### config.mk
export PLATFORM = sky130hd
export DESIGN_NAME = keyboard_control_top
export DESIGN_NICKNAME = d
export VERILOG_FILES = /design/src/source/keyscan_pkg.sv /design/src/source/keyboard_control_top.sv /design/src/source/cursor_stepper.sv /design/src/source/key_hold_tracker.sv /design/src/source/scan_event_capture.sv
export VERILOG_INCLUDE_DIRS = /design/src /design/src/include
export SDC_FILE = /design/constraint.sdc
export NUM_CORES = 1
export LEC_CHECK = 0
export ABC_CLOCK_PERIOD_IN_PS = 4630
export BUFFER_PORTS_ARGS = -buffer_cell sky130_fd_sc_hd__buf_2
export CELL_PAD_IN_SITES_DETAIL_PLACEMENT = 0
export CELL_PAD_IN_SITES_GLOBAL_PLACEMENT = 1
export CORE_UTILIZATION = 41
export DETAILED_ROUTE_END_ITERATION = 10
export PLACE_DENSITY_LB_ADDON = 0.1
export REMOVE_ABC_BUFFERS = 1
export SKIP_LAST_GASP = 1
export SYNTH_ARGS = -nofsm -noshare
export SYNTH_HDL_FRONTEND = slang
export SYNTH_HIERARCHICAL = 1
export SYNTH_SLANG_ARGS = --single-unit
### constraint.sdc
create_clock -name CLK_25MHZ -period 4.63 [get_ports CLK_25MHZ]
set_clock_uncertainty 0.1 [all_clocks]
set_input_delay 0 -clock CLK_25MHZ [delete_from_list [all_inputs] [get_ports CLK_25MHZ]]
set_output_delay 0 -clock CLK_25MHZ [all_outputs]
set_load 0.005 [all_outputs]
### src/include/keyscan_macros.svh
`ifndef KEYSCAN_MACROS_SVH
`define KEYSCAN_MACROS_SVH

// keys watched by the design
`define KEY_COUNT 17

// event code key indices, 0 is never a key
`define KEY_IDX_1     7'd1
`define KEY_IDX_2     7'd2
`define KEY_IDX_3     7'd3
`define KEY_IDX_4     7'd4
`define KEY_IDX_5     7'd5
`define KEY_IDX_6     7'd6
`define KEY_IDX_7     7'd7
`define KEY_IDX_8     7'd8
`define KEY_IDX_F1    7'd9
`define KEY_IDX_F2    7'd10
`define KEY_IDX_N     7'd11
`define KEY_IDX_M     7'd12
`define KEY_IDX_SPACE 7'd13
`define KEY_IDX_LEFT  7'd14
`define KEY_IDX_RIGHT 7'd15
`define KEY_IDX_UP    7'd16
`define KEY_IDX_DOWN  7'd17

// 640x480 screen, inclusive limits
`define SCREEN_X_MAX 639
`define SCREEN_Y_MAX 479

// clocks between pointer steps, hardware would use far longer periods
`define STEP_FAST_CYCLES 8
`define STEP_SLOW_CYCLES 32

`define EVENT_NONE 8'h00 // reserved, no event

`endif
### src/source/keyscan_pkg.sv
`default_nettype none

package keyscan_pkg;

   ////////////////////
   // key event byte
   ////////////////////

   typedef struct packed
   {
      logic       is_break;  // 1 = key released
      logic [6:0] key_index;
   } key_fields_t;

   // same byte read whole or split into flag and index
   typedef union packed
   {
      logic [7:0]  raw;
      key_fields_t fields;
   } key_event_u;

   ////////////////////
   // held keys
   ////////////////////

   // msb first, matches the low bits of the keyboard keys word
   typedef struct packed
   {
      logic digit_1;
      logic digit_2;
      logic digit_3;
      logic digit_4;
      logic digit_5;
      logic digit_6;
      logic digit_7;
      logic digit_8;
      logic f1;
      logic f2;
      logic n;
      logic m;      // slow pointer
      logic space;
      logic left;
      logic right;
      logic up;
      logic down;
   } key_hold_t;

   typedef struct packed
   {
      logic [9:0] x;
      logic [9:0] y;
   } pointer_pos_t;

endpackage

`default_nettype wire

### src/source/keyboard_control_top.sv
`default_nettype none

// keyboard control path: capture, hold tracking, pointer stepping
module keyboard_control_top
(
   input  logic                    CLK_25MHZ,
   input  logic                    reset_from_key,
   input  logic                    event_req,
   input  keyscan_pkg::key_event_u event_code,
   output logic                    event_ack,
   output logic [31:0]             keyboard_keys,
   output logic [31:0]             mouse_pos
);

   import keyscan_pkg::*;

   logic         key_event_valid;  // stage 1 -> 2 strobe
   key_event_u   key_event;
   key_hold_t    key_hold;         // stage 2 -> 3, held continuously

   ////////////////////
   // stage 1
   ////////////////////

   scan_event_capture u_capture
   (
      .CLK_25MHZ       (CLK_25MHZ),
      .reset_from_key  (reset_from_key),
      .event_req       (event_req),
      .event_code      (event_code),
      .event_ack       (event_ack),
      .key_event_valid (key_event_valid),
      .key_event       (key_event)
   );

   ////////////////////
   // stage 2
   ////////////////////

   key_hold_tracker u_tracker
   (
      .CLK_25MHZ       (CLK_25MHZ),
      .reset_from_key  (reset_from_key),
      .key_event_valid (key_event_valid),
      .key_event       (key_event),
      .key_hold        (key_hold),
      .keyboard_keys   (keyboard_keys)
   );

   ////////////////////
   // stage 3
   ////////////////////

   cursor_stepper u_stepper
   (
      .CLK_25MHZ      (CLK_25MHZ),
      .reset_from_key (reset_from_key),
      .key_hold       (key_hold),
      .pointer_pos    (),           // only the packed word leaves the top
      .mouse_pos      (mouse_pos)
   );

endmodule

`default_nettype wire

### src/source/cursor_stepper.sv
`default_nettype none
`include "keyscan_macros.svh"

// arrow keys move the pointer one pixel per step period
module cursor_stepper
(
   input  logic                      CLK_25MHZ,
   input  logic                      reset_from_key,
   input  keyscan_pkg::key_hold_t    key_hold,
   output keyscan_pkg::pointer_pos_t pointer_pos,
   output logic [31:0]               mouse_pos
);

   import keyscan_pkg::*;

   // wide enough for the slow period, which is the longer one
   localparam int CNT_W = $clog2(`STEP_SLOW_CYCLES);

   localparam logic [9:0] X_MAX  = 10'(`SCREEN_X_MAX);
   localparam logic [9:0] Y_MAX  = 10'(`SCREEN_Y_MAX);
   localparam logic [9:0] X_HOME = 10'((`SCREEN_X_MAX + 1) / 2);  // 320
   localparam logic [9:0] Y_HOME = 10'((`SCREEN_Y_MAX + 1) / 2);  // 240

   logic [CNT_W-1:0] step_cnt;
   logic [CNT_W-1:0] period_last;  // count value that fires a step
   logic             slow_sel;     // m was held when the period started
   logic             step;
   pointer_pos_t     pos_next;

   // one axis: move toward 0 or toward limit, opposite keys cancel
   function automatic logic [9:0] step_axis
   (
      input logic [9:0] pos,
      input logic       dec,
      input logic       inc,
      input logic [9:0] limit
   );
      logic [9:0] res;
      res = pos;
      if (dec && !inc && pos != 10'd0)
      begin
         res = pos - 10'd1;
      end
      else if (inc && !dec && pos != limit)
      begin
         res = pos + 10'd1;
      end
      return res;
   endfunction

   ////////////////////
   // step timer
   ////////////////////

   assign period_last = slow_sel ? CNT_W'(`STEP_SLOW_CYCLES - 1)
                                 : CNT_W'(`STEP_FAST_CYCLES - 1);
   assign step        = (step_cnt == period_last);

   // period for the next round is picked from m on the step cycle
   always_ff @(posedge CLK_25MHZ)
   begin
      if (reset_from_key)
      begin
         step_cnt <= '0;
         slow_sel <= 1'b0;
      end
      else if (step)
      begin
         step_cnt <= '0;
         slow_sel <= key_hold.m;
      end
      else
      begin
         step_cnt <= step_cnt + 1'b1;
      end
   end

   ////////////////////
   // pointer position
   ////////////////////

   always_comb
   begin
      pos_next = pointer_pos;
      if (step)
      begin
         pos_next.x = step_axis(pointer_pos.x, key_hold.left, key_hold.right, X_MAX);
         pos_next.y = step_axis(pointer_pos.y, key_hold.up, key_hold.down, Y_MAX);
      end
   end

   always_ff @(posedge CLK_25MHZ)
   begin
      if (reset_from_key)
      begin
         pointer_pos.x <= X_HOME;  // screen centre
         pointer_pos.y <= Y_HOME;
      end
      else
      begin
         pointer_pos <= pos_next;
      end
   end

   // processor port layout: 12 zero bits, x, y
   assign mouse_pos = {12'd0, pointer_pos.x, pointer_pos.y};

endmodule

`default_nettype wire

### src/source/key_hold_tracker.sv
`default_nettype none
`include "keyscan_macros.svh"

// make/break decoding into the held-key register
module key_hold_tracker
(
   input  logic                    CLK_25MHZ,
   input  logic                    reset_from_key,
   input  logic                    key_event_valid,
   input  keyscan_pkg::key_event_u key_event,
   output keyscan_pkg::key_hold_t  key_hold,
   output logic [31:0]             keyboard_keys
);

   import keyscan_pkg::*;

   key_hold_t hold_next;
   logic      make;  // 1 on press, 0 on release

   assign make = ~key_event.fields.is_break;

   ////////////////////
   // next held state
   ////////////////////

   always_comb
   begin
      hold_next = key_hold;
      if (key_event_valid)
      begin
         case (key_event.fields.key_index)
            `KEY_IDX_1:     hold_next.digit_1 = make;
            `KEY_IDX_2:     hold_next.digit_2 = make;
            `KEY_IDX_3:     hold_next.digit_3 = make;
            `KEY_IDX_4:     hold_next.digit_4 = make;
            `KEY_IDX_5:     hold_next.digit_5 = make;
            `KEY_IDX_6:     hold_next.digit_6 = make;
            `KEY_IDX_7:     hold_next.digit_7 = make;
            `KEY_IDX_8:     hold_next.digit_8 = make;
            `KEY_IDX_F1:    hold_next.f1      = make;
            `KEY_IDX_F2:    hold_next.f2      = make;
            `KEY_IDX_N:     hold_next.n       = make;
            `KEY_IDX_M:     hold_next.m       = make;
            `KEY_IDX_SPACE: hold_next.space   = make;
            `KEY_IDX_LEFT:  hold_next.left    = make;
            `KEY_IDX_RIGHT: hold_next.right   = make;
            `KEY_IDX_UP:    hold_next.up      = make;
            `KEY_IDX_DOWN:  hold_next.down    = make;
            default:
            begin
               // untracked key, nothing changes
            end
         endcase
      end
   end

   ////////////////////
   // registers
   ////////////////////

   // word for the processor port, upper bits always zero
   always_ff @(posedge CLK_25MHZ)
   begin
      if (reset_from_key)
      begin
         key_hold      <= '0;
         keyboard_keys <= '0;
      end
      else
      begin
         key_hold      <= hold_next;
         keyboard_keys <= {{(32 - `KEY_COUNT){1'b0}}, hold_next};
      end
   end

endmodule

`default_nettype wire

### src/source/scan_event_capture.sv
`default_nettype none

// four-phase req/ack receiver for key events from the keyboard front end
module scan_event_capture
(
   input  logic                    CLK_25MHZ,
   input  logic                    reset_from_key,
   input  logic                    event_req,
   input  keyscan_pkg::key_event_u event_code,
   output logic                    event_ack,
   output logic                    key_event_valid,
   output keyscan_pkg::key_event_u key_event
);

   logic accept;     // new request while idle
   logic has_event;  // anything but the reserved zero byte

   assign accept    = event_req & ~event_ack;
   assign has_event = |event_code.raw;

   ////////////////////
   // handshake
   ////////////////////

   // event_ack doubles as the state bit: low = idle, high = waiting for req to drop
   always_ff @(posedge CLK_25MHZ)
   begin
      if (reset_from_key)
      begin
         event_ack       <= 1'b0;
         key_event_valid <= 1'b0;
      end
      else
      begin
         key_event_valid <= 1'b0;  // single-cycle strobe
         if (accept)
         begin
            event_ack       <= 1'b1;
            key_event_valid <= has_event;  // stall codes are acked but dropped
         end
         else if (event_ack && !event_req)
         begin
            event_ack <= 1'b0;
         end
      end
   end

   ////////////////////
   // payload
   ////////////////////

   // code is stable while req is high and ack low
   always_ff @(posedge CLK_25MHZ)
   begin
      if (accept)
      begin
         key_event <= event_code;
      end
   end

endmodule

`default_nettype wire

Word-level counts from Yosys, hierarchy flattened --
Cells that the tools add are included.
Word-level totals: flip-flop bits (word level) 85, input bits 11, output and inout bits 65, logic and storage cells 104
Operators by class: add/subtract/negate cells 5, equality and inequality tests 20, multiplexer cells 25, bitwise operators 4, reductions and logical operators 24
Operator list (count):
- 7-bit by 4-bit == test with 1-bit output (second input constant) | 8
- 10-bit two-way mux | 4
- 7-bit by 3-bit == test with 1-bit output (second input constant) | 4
- 10-bit by 1-bit adder with 10-bit output (second input constant) | 2
- 10-bit nonzero test | 2
- 10-bit by 1-bit subtractor with 10-bit output (second input constant) | 2
- 1-bit two-way mux | 19
- 17-bit two-way mux | 1
- 7-bit by 2-bit == test with 1-bit output (second input constant) | 2
- 7-bit by 5-bit == test with 1-bit output (second input constant) | 2
- 10-bit inequality test (second input constant) | 1
- 10-bit by 9-bit inequality test with 1-bit output (second input constant) | 1
- 1-bit logical AND | 9
- 8-bit OR reduction | 1
- 7-bit by 1-bit == test with 1-bit output (second input constant) | 1
- 2-bit nonzero test | 3
- 5-bit by 1-bit adder with 5-bit output (second input constant) | 1
- 5-bit == test | 1
- 1-bit zero test | 5
- 5-bit two-way mux | 1
- 2-bit AND reduction | 2
- 2-bit OR reduction | 2
- 1-bit NOT | 3
- 1-bit bitwise AND | 1

Logic depth before layout (Yosys ltp) --
word-level depth 5, mapped depth 9, mapped depth without buffers 9

Modules after synthesis --
The synthesis kept the hierarchy.
Modules (own cells, without submodules):
- cursor_stepper | times used 1, cells each 235, area an instance 2050.7 µm², sequential area each 520.5 µm²
- key_hold_tracker | times used 1, cells each 114, area an instance 1051.0 µm², sequential area each 340.3 µm²
- scan_event_capture | times used 1, cells each 18, area an instance 346.6 µm², sequential area each 280.3 µm²

Worst setup path after synthesis --
No wires, ideal clock.
kind register to register, start register u_stepper.pointer_pos, in the netlist u_stepper/mouse_pos[10], end register u_stepper.pointer_pos, in the netlist u_stepper/mouse_pos[19], setup time 121 ps, arrival time 3202 ps, required time 4409 ps, slack 1207 ps, stages on the path, launching flop included 10, buffers on the path 0, clock period less this slack 3423 ps, path through dfxtp_1 -> nor4_1 -> a311oi_1 -> ha_1 -> or4_1 -> o21ai_0 -> a21oi_1 -> and3_1 -> o22ai_1 -> mux2_2
Between the ends: cells in the longest elaborated chain, start to end 4, elaborated cells on any way between the ends 10
RTL lines:
- from (decl) | line cursor_stepper.sv:10 | output keyscan_pkg::pointer_pos_t pointer_pos,
- from (signal assigned) | line cursor_stepper.sv:101 | pointer_pos <= pos_next;
- branches (longest 4 deep; another with 10-bit by 1-bit adder with 10-bit output)
Several ways; the timed one is not identified. The select of a mux whose other input is x is not followed. A chain may end at the register's enable or synchronous reset.

Worst setup path after layout --
Same ends and word-level chain as after synthesis.

==> impl_metrics.toml <==
[timing]
max_freq_mhz = 298
fin_setup_tns_ns = 0
period_minus_slack_ns = 3.36
worst_pin_slew_ns = 0.905
slew_viol_final = 0
hold_ws_ns = 0.208
hold_violations = 0
finalSetupViolCount = 0
slew_headroom_pct = 39.7
rsz0062_at_grt = "no"
finalCritPeriodShare_pct = 72.5

[synth]
synthesis.instances = 347
ys_warn_count = 6
syn_avg_cell_area_um2 = 9.50
syn_area_um2 = 3300

[placed_design]
dpl.hpwl_um = 4870
place.gp.congestion = 0.765
port_buffers = 48
place_inst = 471
placed_area_um2 = 3400

[global_routing]
grtUsageMet3_pct = 3.48
busiest_layer = "met2"
grt_max_degree = 48
met2_usage_pct = 26.6
grt_pass1_vias = 2296
antenna_found_initial = 0
grt_util_all_layers_pct = 16.6
globalRouteMet1Util_pct = 22.8
grt-ovfl-total = 0
grt_first_pass_wirelength_um = 11100

[critical_path]
cp.depth = 10
ff2ff_setup_slack_ns = 1.27
r2r-end = "u_stepper/mouse_pos[19]"
cp.buffers_inverters = 1
end_kind = "flop"
cp-start-kind = "flop"
critical-path-max-stage-delay_ns = 0.59
required_ns = 4.73
slowest_stage = "a311oi_1"
critPathMaxFanout = 7
path_class = "flop to flop"
cp.arrival_ns = 3.46
reg2reg_from = "u_stepper/mouse_pos[10]"
crit_family = "compound AO/OA/AOI/OAI gates"
path_cells = "nor4_1 > a311oi_1 > buf_4 > ha_1 > or4_1 > o21ai_0 > a21oi_1 > and3_1 > o22ai_1 > mux2_2"
reg2regPathDepth = 10

[cells_and_area]
final_cells = 488
syn_to_final_growth_pct = 8.54
num-fill-cells = 793
antennaDiodeCount = 0
num-nets-final = 416
postLayoutCellArea_um2 = 3580
drive_above_1_share_pct = 18.7

[die]
ios = 76
core_area_um2 = 7770
design.die.area_um2 = 8410
start_util_pct = 42.5
fp.dieW_um = 91.7
chipHeight_um = 91.7
rows = 32

[power]
total_power_w = 0.000819
power.density_nw_per_um2 = 229
ir_drop_uv = 135
power_leakage_nw = 1.53

[min_path]
hp-start = "reset_from_key"
hold_path_class = "input port to flop"
min_to = "u_capture/event_ack"
min_delay_path_depth = 2

[job]
maxCapViolations = 0

[route]
drc_errors = 0
vias = 2521
wl_per_cell_um = 13.9
wl_um = 6780
ant_nets = 0
first_pass_iters = 4
drt_first_iter_violations = 71
viasPerCell = 5.17

[clock_network]
clk_path_buf_depth = 2
numCtsBuffers = 5
path_clk_slew_ns = 0.11
cts_sinks = 53
postCtsSetupBuffers = 0
htreeDepth = 2
cts_root_buf = "clkbuf_8"
worstSkewPairLatency_ns = 0.32
ctsHoldBuffers = 9
tritoncts = "yes"
cts_resized = 0

[status]
status = "finished clean"
-- stage by stage --
stage                     worst slack, ns  util, %
final                                1.27     46.1
after global routing                 1.00     46.1
after CTS                            1.28     46.1
after detailed placement             1.32     43.7
after global placement               1.43     43.7
after floorplan                      1.23        -
-- flip-flops by register name, indices dropped and copies added (netlist names) --
register and count:
u_capture/key_event 8, u_capture/key_event_valid 1, u_stepper/mouse_pos 20, u_tracker/key_hold 1
u_tracker/keyboard_keys 16, u_stepper/step_cnt 5, u_capture/event_ack 1, u_stepper/slow_sel 1
-- worst reg2reg max path: stages, from the launching register on --
cell and delay [ns]:
dfxtp_1 0.50, nor4_1 0.13, a311oi_1 0.59, buf_4 0.28
ha_1 0.28, or4_1 0.50, o21ai_0 0.08, a21oi_1 0.09
and3_1 0.20, o22ai_1 0.15, mux2_2 0.35
-- where the power goes --
part / total (W) / switching (W) / internal, W
registers: 0.000487 / 0.0000102 / 0.000477
clock network: 0.000277 / 0.000167 / 0.000110
logic: 0.0000548 / 0.0000337 / 0.0000211
-- worst max-delay path by stage --
stage                                 start  slack [ns]                       to
finish              u_stepper/mouse_pos[10]        1.27  u_stepper/mouse_pos[19]
global route        u_stepper/mouse_pos[10]        1.00  u_stepper/mouse_pos[19]
CTS                 u_stepper/mouse_pos[10]        1.28  u_stepper/mouse_pos[19]
detailed placement  u_stepper/mouse_pos[10]        1.32  u_stepper/mouse_pos[19]
global placement    u_stepper/mouse_pos[10]        1.43  u_stepper/mouse_pos[19]
floorplan           u_stepper/mouse_pos[10]        1.23  u_stepper/mouse_pos[19]
-- cell usage in the layout, fill, tap and decap left out, types with 4 or more instances in the layout --
cell	instances
nor3_1	13
nor2_1	22
and4_1	6
and3_1	5
o21ai_0	11
a311oi_1	6
ha_1	18
buf_2	48
a21o_1	5
nor4_1	4
nand2_1	5
a31oi_1	11
a21oi_1	13
xnor2_1	15
a211oi_1	6
mux2i_1	16
conb_1	27
nor2b_1	6
nand4_1	8
nand2b_1	10
o21a_1	4
dlygate4sd3_1	9
inv_1	7
edfxtp_1	8
a211o_1	7
nand3_1	8
dfxtp_1	45
o21bai_1	4
clkbuf_8	5
-- layout make-up --
cell class | instances | area (um^2) | area share [%]
clock buffer | 5 | 68.8 | 1.92
clock inverter | 3 | 25.0 | 0.699
inverter | 7 | 26.3 | 0.734
multi-input combinational | 259 | 1850 | 51.6
sequential | 53 | 1140 | 31.9
tap | 102 | 128 | 3.57
timing repair buffer | 59 | 345 | 9.65
-- per-layer routing --
metal	vias to the layer above	share of wire (%)
met3	5	3.8
met4	0	0.90
li1	1283	-
met2	50	45
met5	-	0
met1	1183	50
No activity file was read; power rests on OpenSTA's default activity.
